**src/source/x86_decode_pkg.sv**
```systemverilog
`default_nettype none

package x86_decode_pkg;

    // general register index, eax through edi
    typedef logic [2:0] reg_idx_t;

    // operand type code as it arrives from the decoder
    typedef logic [2:0] op_type_t;

    localparam op_type_t OP_NONE      = 3'd0;
    localparam op_type_t OP_REGISTER  = 3'd1;
    localparam op_type_t OP_SEGMENT   = 3'd2;
    localparam op_type_t OP_MM        = 3'd3;
    localparam op_type_t OP_MODRM     = 3'd4;
    localparam op_type_t OP_IMMEDIATE = 3'd5;
    localparam op_type_t OP_MEMORY    = 3'd6;

    // operand size, only byte matters here
    typedef logic [1:0] reg_size_t;

    localparam reg_size_t SIZE_BYTE = 2'd0;

    // mod field: r/m names a register
    localparam logic [1:0] MOD_REGISTER = 2'b11;
    // mod field: memory form without displacement
    localparam logic [1:0] MOD_MEM_NO_DISP = 2'b00;

    // r/m escape to a sib byte
    localparam reg_idx_t RM_SIB = 3'b100;
    // with mod 00 this is a bare disp32, no register involved
    localparam reg_idx_t RM_DISP32 = 3'b101;
    // sib index value meaning no index register
    localparam reg_idx_t SIB_NO_INDEX = 3'b100;

    // byte registers ah..bh live in the upper half of eax..ebx
    function automatic reg_idx_t sized_reg_index(input reg_idx_t idx, input reg_size_t size);
        reg_idx_t result;
        result = idx;
        if (size == SIZE_BYTE && idx[2]) begin
            result = {1'b0, idx[1:0]};
        end
        return result;
    endfunction

endpackage

`default_nettype wire

```
**src/source/scoreboard_pkg.sv**
```systemverilog
`default_nettype none

package scoreboard_pkg;

    // one busy counter per general register
    localparam int NUM_REGS = 8;

    // esp, checked by stack operations
    localparam int STACK_REG = 4;

    // two source slots per operand, two operands
    localparam int NUM_SOURCES = 4;

    // counter width the top level uses unless told otherwise
    // 4 bits holds up to 15 writes in flight per register
    localparam int DEFAULT_COUNT_WIDTH = 4;

    // one bit per register
    typedef logic [NUM_REGS-1:0] reg_mask_t;

endpackage

`default_nettype wire

```
**src/source/operand_source_decode.sv**
```systemverilog
`default_nettype none

// finds the registers one operand reads
// slot 0 is the register itself, the r/m register or the sib base
// slot 1 is only ever the sib index
module operand_source_decode (
    input  wire x86_decode_pkg::op_type_t  op_type,
    input  wire x86_decode_pkg::reg_idx_t  op_reg,
    input  wire logic [7:0]                mod_rm,
    input  wire logic [7:0]                sib,
    input  wire x86_decode_pkg::reg_size_t register_size,
    output x86_decode_pkg::reg_idx_t       src0_reg,
    output logic                           src0_valid,
    output x86_decode_pkg::reg_idx_t       src1_reg,
    output logic                           src1_valid
);

    // mod r/m and sib fields
    logic [1:0]               mod;
    x86_decode_pkg::reg_idx_t rm;
    x86_decode_pkg::reg_idx_t sib_base;
    x86_decode_pkg::reg_idx_t sib_index;

    // operand type classes
    logic is_direct;
    logic is_modrm;

    // mod r/m addressing forms
    logic mod_is_reg;
    logic rm_is_disp32;
    logic rm_is_sib;

    assign mod       = mod_rm[7:6];
    assign rm        = mod_rm[2:0];
    assign sib_base  = sib[2:0];
    assign sib_index = sib[5:3];

    // register and memory operands both carry the register in op_reg
    assign is_direct = (op_type == x86_decode_pkg::OP_REGISTER) ||
                       (op_type == x86_decode_pkg::OP_MEMORY);
    assign is_modrm  = (op_type == x86_decode_pkg::OP_MODRM);

    assign mod_is_reg   = (mod == x86_decode_pkg::MOD_REGISTER);
    assign rm_is_disp32 = (mod == x86_decode_pkg::MOD_MEM_NO_DISP) &&
                          (rm == x86_decode_pkg::RM_DISP32);
    assign rm_is_sib    = (rm == x86_decode_pkg::RM_SIB);

    // slot 0 valid
    // every mod r/m form reads a register except the bare disp32
    assign src0_valid = is_direct || (is_modrm && !rm_is_disp32);

    // slot 0 register
    always_comb begin
        if (is_direct) begin
            src0_reg = x86_decode_pkg::sized_reg_index(op_reg, register_size);
        end else if (mod_is_reg) begin
            // register form, r/m may name a byte register
            src0_reg = x86_decode_pkg::sized_reg_index(rm, register_size);
        end else if (!rm_is_sib) begin
            // memory form, r/m is the full width base
            src0_reg = rm;
        end else begin
            // address comes through the sib byte
            src0_reg = sib_base;
        end
    end

    // slot 1 only exists for a memory form with a real sib index
    assign src1_valid = is_modrm && !mod_is_reg && rm_is_sib &&
                        (sib_index != x86_decode_pkg::SIB_NO_INDEX);

    // index register is always full width
    assign src1_reg = sib_index;

endmodule

`default_nettype wire

```
**src/source/scoreboard_update.sv**
```systemverilog
`default_nettype none

// handshake and per-register update masks
// inc_mask marks the destination of an accepted instruction
// dec_mask marks the register coming back from writeback
module scoreboard_update (
    input  wire logic                      in_valid,
    input  wire logic                      next_stage_ready,
    input  wire logic                      stall,
    input  wire x86_decode_pkg::op_type_t  op0_type,
    input  wire x86_decode_pkg::reg_idx_t  op0_reg,
    input  wire logic [7:0]                mod_rm,
    input  wire x86_decode_pkg::reg_size_t register_size,
    input  wire logic                      wb_valid,
    input  wire x86_decode_pkg::reg_idx_t  wb_reg,
    input  wire x86_decode_pkg::reg_size_t wb_size,
    output logic                           in_ready,
    output scoreboard_pkg::reg_mask_t      inc_mask,
    output scoreboard_pkg::reg_mask_t      dec_mask
);

    logic                     accept;
    logic                     dest_valid;
    x86_decode_pkg::reg_idx_t dest_reg;
    x86_decode_pkg::reg_idx_t wb_reg_sized;

    // stage takes new work only when downstream can and no hazard is pending
    assign in_ready = next_stage_ready && !stall;
    assign accept   = in_valid && in_ready;

    // op0 destination
    // a plain register, or mod r/m in its register form
    always_comb begin
        dest_valid = 1'b0;
        dest_reg   = x86_decode_pkg::sized_reg_index(op0_reg, register_size);
        if (op0_type == x86_decode_pkg::OP_REGISTER) begin
            dest_valid = 1'b1;
        end else if (op0_type == x86_decode_pkg::OP_MODRM &&
                     mod_rm[7:6] == x86_decode_pkg::MOD_REGISTER) begin
            dest_valid = 1'b1;
            dest_reg   = x86_decode_pkg::sized_reg_index(mod_rm[2:0], register_size);
        end
    end

    // byte writeback to ah..bh retires the full register
    assign wb_reg_sized = x86_decode_pkg::sized_reg_index(wb_reg, wb_size);

    // one-hot increment, only for an instruction that actually moves on
    always_comb begin
        inc_mask = '0;
        if (accept && dest_valid) begin
            inc_mask[dest_reg] = 1'b1;
        end
    end

    // writeback is never held back, so no handshake term here
    always_comb begin
        dec_mask = '0;
        if (wb_valid) begin
            dec_mask[wb_reg_sized] = 1'b1;
        end
    end

endmodule

`default_nettype wire

```
**src/source/reg_busy_counter.sv**
```systemverilog
`default_nettype none

// outstanding write count for one register
// busy while any write to it is still in flight
module reg_busy_counter #(
    parameter int COUNT_WIDTH = scoreboard_pkg::DEFAULT_COUNT_WIDTH
) (
    input  wire logic clk,
    input  wire logic reset,
    input  wire logic inc,
    input  wire logic dec,
    output logic      busy
);

    localparam logic [COUNT_WIDTH-1:0] ONE = 1;

    logic [COUNT_WIDTH-1:0] count;

    always_ff @(posedge clk) begin
        if (reset) begin
            count <= '0;
        end else begin
            case ({inc, dec})
                // new write issued
                2'b10: count <= count + ONE;
                // write retired
                2'b01: count <= count - ONE;
                // issue and retire together cancel out
                default: count <= count;
            endcase
        end
    end

    assign busy = (count != '0);

endmodule

`default_nettype wire

```
**src/source/hazard_check.sv**
```systemverilog
`default_nettype none

// compares the current source registers against the busy vector
// stack operations also wait on esp
module hazard_check (
    input  wire scoreboard_pkg::reg_mask_t busy_vec,
    input  wire x86_decode_pkg::reg_idx_t [scoreboard_pkg::NUM_SOURCES-1:0] src_reg,
    input  wire logic [scoreboard_pkg::NUM_SOURCES-1:0] src_valid,
    input  wire logic                      stack_op,
    output logic                           stall
);

    // per-slot hit, a valid slot naming a busy register
    logic [scoreboard_pkg::NUM_SOURCES-1:0] src_hit;

    logic source_stall;
    logic stack_stall;

    always_comb begin
        for (int i = 0; i < scoreboard_pkg::NUM_SOURCES; i++) begin
            src_hit[i] = src_valid[i] && busy_vec[src_reg[i]];
        end
    end

    assign source_stall = |src_hit;

    // push, pop, call and ret all touch esp implicitly
    assign stack_stall = stack_op && busy_vec[scoreboard_pkg::STACK_REG];

    // independent of in_valid, the handshake masks it when nothing is offered
    assign stall = source_stall || stack_stall;

endmodule

`default_nettype wire

```
**src/source/register_access_stall.sv**
```systemverilog
`default_nettype none

// register hazard scoreboard for the decode stage
// op0 writes count up, writebacks count down
// the stage stalls while a source register still has writes in flight
module register_access_stall #(
    parameter int COUNT_WIDTH = scoreboard_pkg::DEFAULT_COUNT_WIDTH
) (
    input  wire logic                      clk,
    input  wire logic                      reset,
    // upstream instruction
    input  wire logic                      in_valid,
    input  wire x86_decode_pkg::op_type_t  op0_type,
    input  wire x86_decode_pkg::reg_idx_t  op0_reg,
    input  wire x86_decode_pkg::op_type_t  op1_type,
    input  wire x86_decode_pkg::reg_idx_t  op1_reg,
    input  wire logic [7:0]                mod_rm,
    input  wire logic [7:0]                sib,
    input  wire x86_decode_pkg::reg_size_t register_size,
    input  wire logic                      stack_op,
    // downstream
    input  wire logic                      next_stage_ready,
    // writeback
    input  wire logic                      wb_valid,
    input  wire x86_decode_pkg::reg_idx_t  wb_reg,
    input  wire x86_decode_pkg::reg_size_t wb_size,
    output logic                           in_ready,
    output logic                           stall
);

    // slots 0 and 1 from op0, slots 2 and 3 from op1
    wire x86_decode_pkg::reg_idx_t [scoreboard_pkg::NUM_SOURCES-1:0] src_reg;
    wire logic [scoreboard_pkg::NUM_SOURCES-1:0] src_valid;

    wire scoreboard_pkg::reg_mask_t inc_mask;
    wire scoreboard_pkg::reg_mask_t dec_mask;
    wire scoreboard_pkg::reg_mask_t busy_vec;

    // op0 is read as well as written, e.g. add r/m, reg
    operand_source_decode op0_src_i (
        .op_type       (op0_type),
        .op_reg        (op0_reg),
        .mod_rm        (mod_rm),
        .sib           (sib),
        .register_size (register_size),
        .src0_reg      (src_reg[0]),
        .src0_valid    (src_valid[0]),
        .src1_reg      (src_reg[1]),
        .src1_valid    (src_valid[1])
    );

    operand_source_decode op1_src_i (
        .op_type       (op1_type),
        .op_reg        (op1_reg),
        .mod_rm        (mod_rm),
        .sib           (sib),
        .register_size (register_size),
        .src0_reg      (src_reg[2]),
        .src0_valid    (src_valid[2]),
        .src1_reg      (src_reg[3]),
        .src1_valid    (src_valid[3])
    );

    scoreboard_update scoreboard_update_i (
        .in_valid         (in_valid),
        .next_stage_ready (next_stage_ready),
        .stall            (stall),
        .op0_type         (op0_type),
        .op0_reg          (op0_reg),
        .mod_rm           (mod_rm),
        .register_size    (register_size),
        .wb_valid         (wb_valid),
        .wb_reg           (wb_reg),
        .wb_size          (wb_size),
        .in_ready         (in_ready),
        .inc_mask         (inc_mask),
        .dec_mask         (dec_mask)
    );

    // one counter per general register
    for (genvar r = 0; r < scoreboard_pkg::NUM_REGS; r++) begin : g_counter
        reg_busy_counter #(
            .COUNT_WIDTH (COUNT_WIDTH)
        ) counter_i (
            .clk   (clk),
            .reset (reset),
            .inc   (inc_mask[r]),
            .dec   (dec_mask[r]),
            .busy  (busy_vec[r])
        );
    end

    hazard_check hazard_check_i (
        .busy_vec  (busy_vec),
        .src_reg   (src_reg),
        .src_valid (src_valid),
        .stack_op  (stack_op),
        .stall     (stall)
    );

endmodule

`default_nettype wire

```
**config.mk**
```make
export PLATFORM = sky130hd
export DESIGN_NAME = register_access_stall
export DESIGN_NICKNAME = d
export VERILOG_FILES = /design/src/source/x86_decode_pkg.sv /design/src/source/scoreboard_pkg.sv /design/src/source/operand_source_decode.sv /design/src/source/scoreboard_update.sv /design/src/source/reg_busy_counter.sv /design/src/source/hazard_check.sv /design/src/source/register_access_stall.sv
export SDC_FILE = /design/constraint.sdc
export NUM_CORES = 1
export LEC_CHECK = 0
export BUFFER_PORTS_ARGS = -buffer_cell sky130_fd_sc_hd__buf_2
export CORE_UTILIZATION = 44
export CTS_CLUSTER_SIZE = 24
export DETAILED_ROUTE_END_ITERATION = 10
export PLACE_DENSITY = 0.66
export REMOVE_ABC_BUFFERS = 1
export SETUP_SLACK_MARGIN = 0.05
export SYNTH_ARGS = -nofsm -noshare
export SYNTH_HDL_FRONTEND = slang
export SYNTH_SLANG_ARGS = --single-unit
```
**constraint.sdc**
```tcl
create_clock -name clk -period 3.46 [get_ports clk]
set_input_delay 0.692 -clock clk [delete_from_list [all_inputs] [get_ports clk]]
set_output_delay 0.692 -clock clk [all_outputs]
set_load 0.1 [all_outputs]
```
==> results of run 1 <==
[metrics by stage]
stage,setup WS (ns),power (mW),hold slack [ns]
2_1_floorplan,-0.202,0.530,0.452
3_3_place_gp,-0.493,0.672,0.470
3_5_place_dp,-0.567,0.679,0.484
4_1_cts,-0.0267,0.996,0.497
5_1_grt,-0.334,1.07,0.527
6_report,-0.179,1.03,0.499
[path summary, 6_finish.rpt]
check                           cells after the start                                         start                                      endpoint
worst min register to register                      2  g_counter[7].counter_i.count[3]$_SDFFE_PP0P_  g_counter[7].counter_i.count[3]$_SDFFE_PP0P_
worst min-delay path                                2  g_counter[7].counter_i.count[3]$_SDFFE_PP0P_  g_counter[7].counter_i.count[3]$_SDFFE_PP0P_
worst max-delay path                               18                                   op1_type[2]  g_counter[4].counter_i.count[3]$_SDFFE_PP0P_
worst max register to register                     13  g_counter[0].counter_i.count[2]$_SDFFE_PP0P_  g_counter[4].counter_i.count[3]$_SDFFE_PP0P_
[placed cells by master (no fill, tap or decap), types with 3 or more instances in the layout]
cell	Yosys	final
nor4_1	8	7
a21oi_1	43	28
a211oi_2	0	3
xnor2_1	8	6
fa_1	8	3
o21ai_0	16	14
o211ai_1	3	3
xor2_1	16	15
buf_6	1	13
fa_2	0	5
mux2i_1	5	5
nand2_1	10	9
buf_2	0	33
or4_4	2	3
nor3_1	4	3
a21oi_2	0	12
a21o_1	9	9
clkbuf_8	0	5
buf_4	0	88
nand2b_1	5	5
nand4_1	8	8
a21oi_4	0	3
inv_1	29	24
nand3_1	6	6
inv_2	0	4
ha_4	0	16
or3_1	9	9
dfxtp_1	32	31
ha_2	0	7
nor2_1	59	58
[area by class of cell]
class / count / area [um2]
Fill cell: 433 / 1580
Sequential cell: 32 / 642
Inverter: 29 / 111
Tap cell: 75 / 93.8
Timing Repair Buffer: 136 / 1010
Clock buffer: 6 / 72.6
Clock inverter: 1 / 5.00
Multi-Input combinational cell: 283 / 2440
[power breakdown]
part           leakage [nW]  total (mW)  switching, mW  internal (mW)
clock                0.0410       0.279          0.142          0.137
combinational          1.50       0.367          0.188          0.179
sequential            0.259       0.379        0.00505          0.374
total                  1.80        1.03          0.336          0.690
[repair_timing]
action,4_1_cts,5_1_grt
pin swaps,40,46
resized for setup,57,43
cloned,2,0
endpoints found under the setup margin,19,26
buffers inserted,4,4
[cell families after synthesis]
logic type	after synthesis
buffers and inverters	35
AO/OA/AOI/OAI	94
adder cells (fa/ha/maj)	32
flip-flops	32
AND/OR/NAND/NOR	123
multiplexers	9
XOR/XNOR	24
[critical path: cells and delay by family]
family / cells / cell delay (ns)
AOI/OAI and AO/OA: 6 / 1.14
and+or+nand+nor: 5 / 0.97
adders and majority gates: 2 / 0.42
buffers and inverters: 4 / 0.53
xor gates and xnor gates: 1 / 0.09
[metal layers]
metal  share of wire  wire, um  vias up  global-route usage
li1                -         -     1531                   -
met1            0.41      3620     1501               0.326
met2            0.50      4410      108               0.478
met3           0.052       460       26              0.0438
met4           0.037       328        0               0.127
met5               0         0        -                   0
==> impl_metrics.json, run 1 <==
{
  "rsz0062_at_grt": "true",
  "setup_viol": 14,
  "io_pins": 43,
  "crit_chain": "buf_2 > nor3b_4 > a21oi_4 > buf_4 > a2111oi_0 > nor2_1 > nand4b_1 > o221ai_4 > buf_6 > buf_6 > nand4_1 > ha_2 > ha_4 > a21o_1 > a21oi_4 > xnor2_2 > or3_1 > a21oi_1",
  "insertion_delay_ns": 0.29,
  "synth_ff_type": "dfxtp_1",
  "synth_top_family_by_area": "simple AND/OR/NAND/NOR gates",
  "fin_crit_sh": 1.05,
  "powerDensity_mw_per_mm2": 234,
  "num_vias": 3166,
  "muxShareOfSynthArea": 0.0388,
  "crit_type": "in -> reg",
  "synthSimpleGateAreaFrac": 0.222,
  "grt_pass1_wl_um": 13700,
  "cts_max_level": 2,
  "top_register": "g_counter.counter_i.count",
  "clkSinkCount": 32,
  "ys_warn_count": 0,
  "worstMarginPinSlew_ns": 0.654,
  "syn_area_mm2": 0.00274,
  "ys_top_cells_by_count": "nor2_1 (59), a21oi_1 (43), dfxtp_1 (32), inv_1 (29), ha_1 (24)",
  "fin_cells": 562,
  "crit_fanout": 4,
  "coreArea_mm2": 0.00596,
  "grt_max_degree": 33,
  "synth_xor_area_frac": 0.0766,
  "grt_overflow_total": 0,
  "place_inst": 545,
  "clock.fmax_mhz": 275,
  "timing.final.ws_setup_ns": -0.179,
  "outcome": "finished with violations",
  "clockBufferDepth": 2,
  "end_kind": "flip-flop",
  "detail_route.wl_per_cell_um": 15.7,
  "largest_reg_flops": 32,
  "grt_usage": 0.274,
  "wirelength_um": 8810,
  "slowest_stage": "a2111oi_0",
  "placed_area_mm2": 0.00370,
  "r2r_setup_slack_ns": -0.11,
  "fp.dieH_um": 81.0,
  "synth_top_area_frac": 0.233,
  "post-dp-hpwl_um": 6000,
  "nets": 560,
  "gp_congestion": 0.911,
  "clkTransAtPathRegs_ns": 0.07,
  "dr.pass1.iters": 4,
  "synth-edff-count": 0,
  "maxCapViolations": 0,
  "crit_path_start_kind": "input pin",
  "drtIter0Drc": 183,
  "hold_class": "reg -> reg",
  "rows": 28,
  "skew_ns": 0.00509,
  "worstPathArrival_ns": 3.84,
  "layout_min_cycle_time_ns": 3.64,
  "postSynthAreaPerCell_um2": 7.86,
  "required_ns": 3.66,
  "finalCoreUtilization": 0.736,
  "ys_seq_elements": 32,
  "synth_compound_area_frac": 0.211,
  "drive_gt1_frac": 0.462,
  "drc_errors": 0,
  "synthArstFlopShare": 0,
  "hold_viol_final": 0,
  "grt_pass1_vias": 3097,
  "maxSlewViolCount": 0,
  "antenna_found_initial": 0,
  "port_buffers": 37,
  "synth_fa_ha_area_frac": 0.168,
  "p_leak_nw": 1.80,
  "ys_seq_area_frac": 0.233,
  "reg_top3": "g_counter.counter_i.count (32)",
  "ant_nets": 0,
  "worst_ir_drop_vdd_v": 0.000215,
  "violations": "negative setup slack",
  "cts_tree": "done",
  "clock-root-buffer": "clkbuf_8",
  "avgViaCountPerCell": 5.63,
  "synth.distinct_cells": 47,
  "antenna_cells": 0,
  "yosys-top-cells-area": "dfxtp_1 (23%), ha_1 (11%), nor2_1 (8.1%), a21oi_1 (7.8%), fa_1 (5.8%)",
  "synthCells": 349,
  "synth_top_cell_by_area": "dfxtp_1",
  "fin_area_mm2": 0.00438,
  "ctsHoldBuffers": 0,
  "fin_setup_tns_ns": -1.11,
  "yosysMostFrequentCell": "nor2_1",
  "slew_headroom": 0.564,
  "start_util": 0.461,
  "die_area_mm2": 0.00656,
  "numCtsBuffers": 5,
  "die_w_um": 81.0,
  "area.growth.synth_to_final_pct": 59.6,
  "slowest_delay_ns": 0.43
}
Note: power is estimated with default switching activity, not from simulation.
==> run 2: changes to the inputs <==
ABC_AREA = 1   (was default)
CORE_MARGIN = 5   (was default)
HOLD_SLACK_MARGIN = 0.02   (was default)
==> impl_metrics.json, run 2 <==
{
  "rr_startpoint": "g_counter[3].counter_i.count[0]$_SDFFE_PP0P_",
  "slowest_delay_ns": 0.27,
  "antenna_found_initial": 0,
  "yosys-top-cells-area": "dfxtp_1 (22%), ha_1 (10%), inv_1 (9.7%), nand2_1 (9.3%), nor2_1 (5.7%)",
  "clock.fmax_mhz": 303,
  "num_vias": 2872,
  "hold_class": "reg -> reg",
  "dr.pass1.iters": 4,
  "whs_ns": 0.456,
  "required_ns": 3.69,
  "r2r_setup_slack_ns": 0.37,
  "maxSlewViolCount": 0,
  "synth_top_area_frac": 0.221,
  "detail_route.wl_per_cell_um": 12.0,
  "start_util": 0.454,
  "drive_gt1_frac": 0.241,
  "ys_top_cells_by_count": "inv_1 (75), nand2_1 (72), nor2_1 (44), dfxtp_1 (32), a21oi_1 (27)",
  "io_pins": 43,
  "wirelength_um": 6860,
  "worstPathArrival_ns": 3.53,
  "grt_overflow_total": 0,
  "port_buffers": 37,
  "clockBufferDepth": 2,
  "crit_fanout": 6,
  "r2r_cells": 18,
  "place_inst": 558,
  "slowest_stage": "ha_1",
  "avgViaCountPerCell": 5.04,
  "synth_top_cell_by_area": "dfxtp_1",
  "final_common_cell": "inv_1",
  "fin_cells": 570,
  "rsz0062_at_grt": "false",
  "timing.final.ws_setup_ns": 0.161,
  "powerDensity_mw_per_mm2": 282,
  "skew_ns": 0.00417,
  "synth.distinct_cells": 33,
  "reg2reg_to": "g_counter[3].counter_i.count[3]$_SDFFE_PP0P_",
  "coreArea_mm2": 0.00639,
  "outcome": "complete, no violations",
  "power_mw": 1.03,
  "synthArstFlopShare": 0,
  "finalCoreUtilization": 0.573,
  "crit_chain": "buf_2 > inv_2 > nand2_4 > nand2_4 > nand2_4 > or2_0 > nand2_1 > nand3_1 > nand2_1 > nand2_1 > nand3_2 > nand2_4 > nor2_4 > nand4_1 > ha_2 > ha_1 > nand2_1 > nor2_1 > a211oi_2 > o21ai_0 > a21o_1 > a21oi_1 > o21a_1",
  "cts_max_level": 2,
  "clkTransAtPathRegs_ns": 0.07,
  "reg_top3": "g_counter.counter_i.count (32)",
  "hold_viol_final": 0,
  "fp.dieH_um": 91.1,
  "end_kind": "flip-flop",
  "post-dp-hpwl_um": 5430,
  "die_w_um": 91.1,
  "largest_reg_flops": 32,
  "synthCells": 427,
  "min-delay-start": "g_counter[0].counter_i.count[0]$_SDFFE_PP0P_",
  "setup_viol": 0,
  "ys_warn_count": 0,
  "die_area_mm2": 0.00831,
  "grt_pass1_vias": 2705,
  "area.growth.synth_to_final_pct": 26.4,
  "grt_max_degree": 33,
  "dp_slack_ns": -0.278,
  "nets": 565,
  "holdPathEnd": "g_counter[0].counter_i.count[0]$_SDFFE_PP0P_",
  "ant_nets": 0,
  "grt_usage": 0.162,
  "synth_ff_type": "dfxtp_1",
  "postSynthAreaPerCell_um2": 6.78,
  "cts_tree": "done",
  "synth-edff-count": 0,
  "crit_path_start_kind": "input pin",
  "crit_type": "in -> reg",
  "yosysMostFrequentCell": "inv_1",
  "rows": 29,
  "cp-startpoint": "op1_type[2]",
  "clock-root-buffer": "clkbuf_8",
  "insertion_delay_ns": 0.28,
  "worst_ir_drop_vdd_v": 0.000385,
  "critPathTopFamily": "simple AND/OR/NAND/NOR gates",
  "ys_seq_area_frac": 0.221,
  "p_leak_nw": 1.64,
  "antenna_cells": 0,
  "drtIter0Drc": 123,
  "slew_headroom": 0.569,
  "whs_path_depth": 2,
  "top_register": "g_counter.counter_i.count",
  "maxCapViolations": 0,
  "ys_seq_elements": 32,
  "numCtsBuffers": 5,
  "syn_area_mm2": 0.00290,
  "drc_errors": 0,
  "worstMarginPinSlew_ns": 0.646,
  "fin_crit_sh": 0.953,
  "layout_min_cycle_time_ns": 3.30,
  "cp.buffers_inverters": 2,
  "gp_congestion": 0.796,
  "final_cell_mix": "inv_1 (74), nand2_1 (66), nor2_1 (44), buf_2 (35), dfxtp_1 (32)",
  "grt_pass1_wl_um": 11400,
  "ctsHoldBuffers": 0,
  "clkSinkCount": 32
}
-- run 2: cell count changes in the layout (fill, tap and decap cells not counted), sizes merged, moves of 9 or more --
cell and delta:
buf -75, o21ai +11, nor2 -11, nand3 +24
or3 -9, a211oi +13, a21oi -16, inv +51
nand4 +9, xor2 -15, nand2 +69
-- run 2: cell families (layout without fill, tap and decap cells) --
group / count (synthesis) / count (layout) / synth area share
AOI/OAI and AO/OA: 87 / 87 / 0.179
xor gates and xnor gates: 10 / 10 / 0.0302
adders and majority gates: 32 / 32 / 0.159
buffers and inverters: 85 / 150 / 0.112
DFF: 32 / 32 / 0.221
and+or+nand+nor: 181 / 182 / 0.298
-- run 2: worst register-to-register path: stages, from the launching register on --
cell	delay [ns]
dfxtp_1	0.31
inv_1	0.13
nand4_1	0.23
nand2_1	0.13
nand3_1	0.08
a21oi_1	0.13
o21a_1	0.20
nand2_4	0.09
nor2_4	0.18
nand4_1	0.17
ha_2	0.24
ha_1	0.27
nand2_1	0.06
nor2_1	0.05
a211oi_2	0.20
o21ai_0	0.11
a21o_1	0.17
a21oi_1	0.14
o21a_1	0.15
-- run 2: where the power goes --
part | leakage (nW) | switching (mW) | internal (mW) | total, mW
logic | 1.33 | 0.207 | 0.136 | 0.344
clock network | 0.0510 | 0.142 | 0.159 | 0.301
registers | 0.259 | 0.00806 | 0.380 | 0.388
-- run 2: how the worst max path moves through the flow --
stage               depth (start not counted)                                      endpoint
CTS                                        23  g_counter[3].counter_i.count[3]$_SDFFE_PP0P_
floorplan                                  11                                      in_ready
global route                               23  g_counter[6].counter_i.count[3]$_SDFFE_PP0P_
detailed placement                         20  g_counter[3].counter_i.count[3]$_SDFFE_PP0P_
finish                                     23  g_counter[3].counter_i.count[3]$_SDFFE_PP0P_
global placement                           20  g_counter[6].counter_i.count[3]$_SDFFE_PP0P_
-- run 2: layout make-up --
type / instances / area, um2
multi-input cells: 311 / 2130
well taps: 77 / 96.3
clock inverters: 2 / 10.0
fillers: 585 / 2730
repair buffers: 61 / 395
inverters: 81 / 309
clock buffers: 6 / 82.6
flip-flops and latches: 32 / 641
-- run 2: metal layers --
metal	vias to the layer above	GRT usage	wire [um]
met1	1296	0.201	3130
met5	-	0	0
li1	1536	-	-
met4	0	0.0367	57
met3	7	0.0281	180
met2	33	0.291	3490
-- run 2: what timing repair did --
action                                 4_1_cts  5_1_grt
setup endpoints to repair                    3        8
pin swaps                                    0       24
gates resized for setup                      2       36
endpoints found under the hold margin        0        0
buffers inserted                             0        3
gates cloned                                 0        1
-- run 2: through the flow --
step	TNS (ns)	cell area, um2
after detailed placement	-1.50	3350
final	0	3660
after floorplan	0	2880
after global routing	0	3660
after CTS	0	3440
after global placement	-0.888	3350
==> run 3: changes to the inputs <==
CORE_UTILIZATION = 52   (was 44)
PLACE_DENSITY = 0.76   (was 0.66)
==> impl_metrics.json, run 3 (synthesis results as in run 2) <==
{
  "grt_overflow_total": 0,
  "drc_errors": 0,
  "drtIter0Drc": 124,
  "clock-root-buffer": "clkbuf_8",
  "cts_tree": "done",
  "avgViaCountPerCell": 5.31,
  "num_vias": 2995,
  "fillers": 495,
  "fin_crit_sh": 0.950,
  "crit_type": "in -> reg",
  "worstPathArrival_ns": 3.52,
  "post-dp-hpwl_um": 5320,
  "grt_max_degree": 33,
  "finalCoreUtilization": 0.672,
  "rsz0062_at_grt": "true",
  "place_inst": 550,
  "crit_path_start_kind": "input pin",
  "maxCapViolations": 0,
  "drive_gt1_frac": 0.254,
  "dr.pass1.iters": 4,
  "placed_area_mm2": 0.00332,
  "timing.final.ws_setup_ns": 0.174,
  "area.growth.synth_to_final_pct": 27.0,
  "fin_setup_tns_ns": 0,
  "gp_congestion": 0.797,
  "end_kind": "flip-flop",
  "seq_area_um2": 641,
  "worst_ir_drop_vdd_v": 0.000302,
  "crit_fanout": 4,
  "final_common_cell": "inv_1",
  "setup_viol": 0,
  "ant_nets": 0,
  "outcome": "complete, no violations",
  "grt_pass1_wl_um": 10900,
  "clockBufferDepth": 2,
  "die_w_um": 84.6,
  "antenna_found_initial": 0,
  "start_util": 0.529,
  "required_ns": 3.69,
  "top_register": "g_counter.counter_i.count",
  "coreArea_mm2": 0.00547,
  "grt_pass1_vias": 2712,
  "final_cell_mix": "inv_1 (75), nand2_1 (65), nor2_1 (42), buf_2 (34), dfxtp_1 (32)",
  "clkTransAtPathRegs_ns": 0.07,
  "cts_max_level": 2,
  "antenna_cells": 0,
  "insertion_delay_ns": 0.29,
  "clkSinkCount": 32,
  "slew_headroom": 0.551,
  "ctsHoldBuffers": 0,
  "reg_top3": "g_counter.counter_i.count (32)",
  "fin_cells": 564,
  "dp_slack_ns": -0.225,
  "fp.dieH_um": 84.6,
  "worstMarginPinSlew_ns": 0.673,
  "fin_area_mm2": 0.00368,
  "nets": 564,
  "die_area_mm2": 0.00716,
  "multiInputGateArea_mm2": 0.00214,
  "power_mw": 1.06,
  "hold_class": "reg -> reg",
  "powerDensity_mw_per_mm2": 288,
  "port_buffers": 37,
  "wirelength_um": 7070,
  "grt_usage": 0.182,
  "skew_ns": 0.00578,
  "maxSlewViolCount": 0,
  "largest_reg_flops": 32,
  "p_leak_nw": 1.63,
  "rows": 27,
  "numCtsBuffers": 5,
  "clock.fmax_mhz": 304,
  "hold_viol_final": 0,
  "whs_ns": 0.458,
  "detail_route.wl_per_cell_um": 12.5,
  "layout_min_cycle_time_ns": 3.29,
  "io_pins": 43
}
## run 3: changes by cell type in the layout (fill, tap and decap cells not counted), moves of 2 or more
cell,previous run,this run
a21oi_2,1,3
nand2_4,7,4
a21oi_1,26,24
clkinv_2,2,0
o21ai_2,0,2
nor2_1,44,42
buf_6,0,2
nand2_2,6,10
## run 3: path summary, 6_finish.rpt
| path | startpoint | cells past startpoint | to | slack, ns |
|---|---|---|---|---|
| worst max-delay path | op1_type[2] | 23 | g_counter[4].counter_i.count[3]$_SDFFE_PP0P_ | 0.17 |
| worst min register to register | g_counter[0].counter_i.count[0]$_SDFFE_PP0P_ | 2 | g_counter[0].counter_i.count[0]$_SDFFE_PP0P_ | 0.46 |
| worst max register to register | g_counter[3].counter_i.count[0]$_SDFFE_PP0P_ | 19 | g_counter[4].counter_i.count[3]$_SDFFE_PP0P_ | 0.28 |
| worst min-delay path | g_counter[0].counter_i.count[0]$_SDFFE_PP0P_ | 2 | g_counter[0].counter_i.count[0]$_SDFFE_PP0P_ | 0.46 |
## run 3: final cells by class
| type | count | area share |
|---|---|---|
| flip-flops and latches | 32 | 0.174 |
| repair buffers | 61 | 0.110 |
| multi-input cells | 310 | 0.582 |
| well taps | 72 | 0.0245 |
| clock buffers | 7 | 0.0235 |
| inverters | 81 | 0.0840 |
| clock inverters | 1 | 0.00204 |
## run 3: critical path, cell delays in order
cell,delay (ns)
buf_2,0.12
inv_1,0.06
nand2_2,0.06
o21ai_2,0.21
nand2_2,0.12
nand3_1,0.12
nand3_2,0.07
nand2_1,0.08
nand2_1,0.07
nand3_2,0.07
nand2_2,0.08
nor2_4,0.13
buf_6,0.11
nand4_1,0.15
ha_4,0.25
ha_4,0.23
nand2_2,0.06
nor2_2,0.04
a211oi_2,0.23
o21ai_1,0.12
a21o_1,0.19
a21oi_2,0.13
o21a_1,0.14
## run 3: power by group
part	switching, mW	total [mW]	internal, mW
combinational	0.209	0.356	0.147
sequential	0.00869	0.388	0.380
clock	0.154	0.316	0.162
total	0.371	1.06	0.689
## run 3: routing by layer
layer  routed length, um  global-route usage  vias up
li1                    -                   -     1533
met1                3000               0.213     1398
met2                3670               0.334       52
met3                 276              0.0373       12
met4                 117              0.0532        0
met5                   0                   0        -
## run 3: timing repair
item / CTS / global route
setup buffers: 0 / 6
resized for setup: 0 / 48
endpoints found under the setup margin: 0 / 8
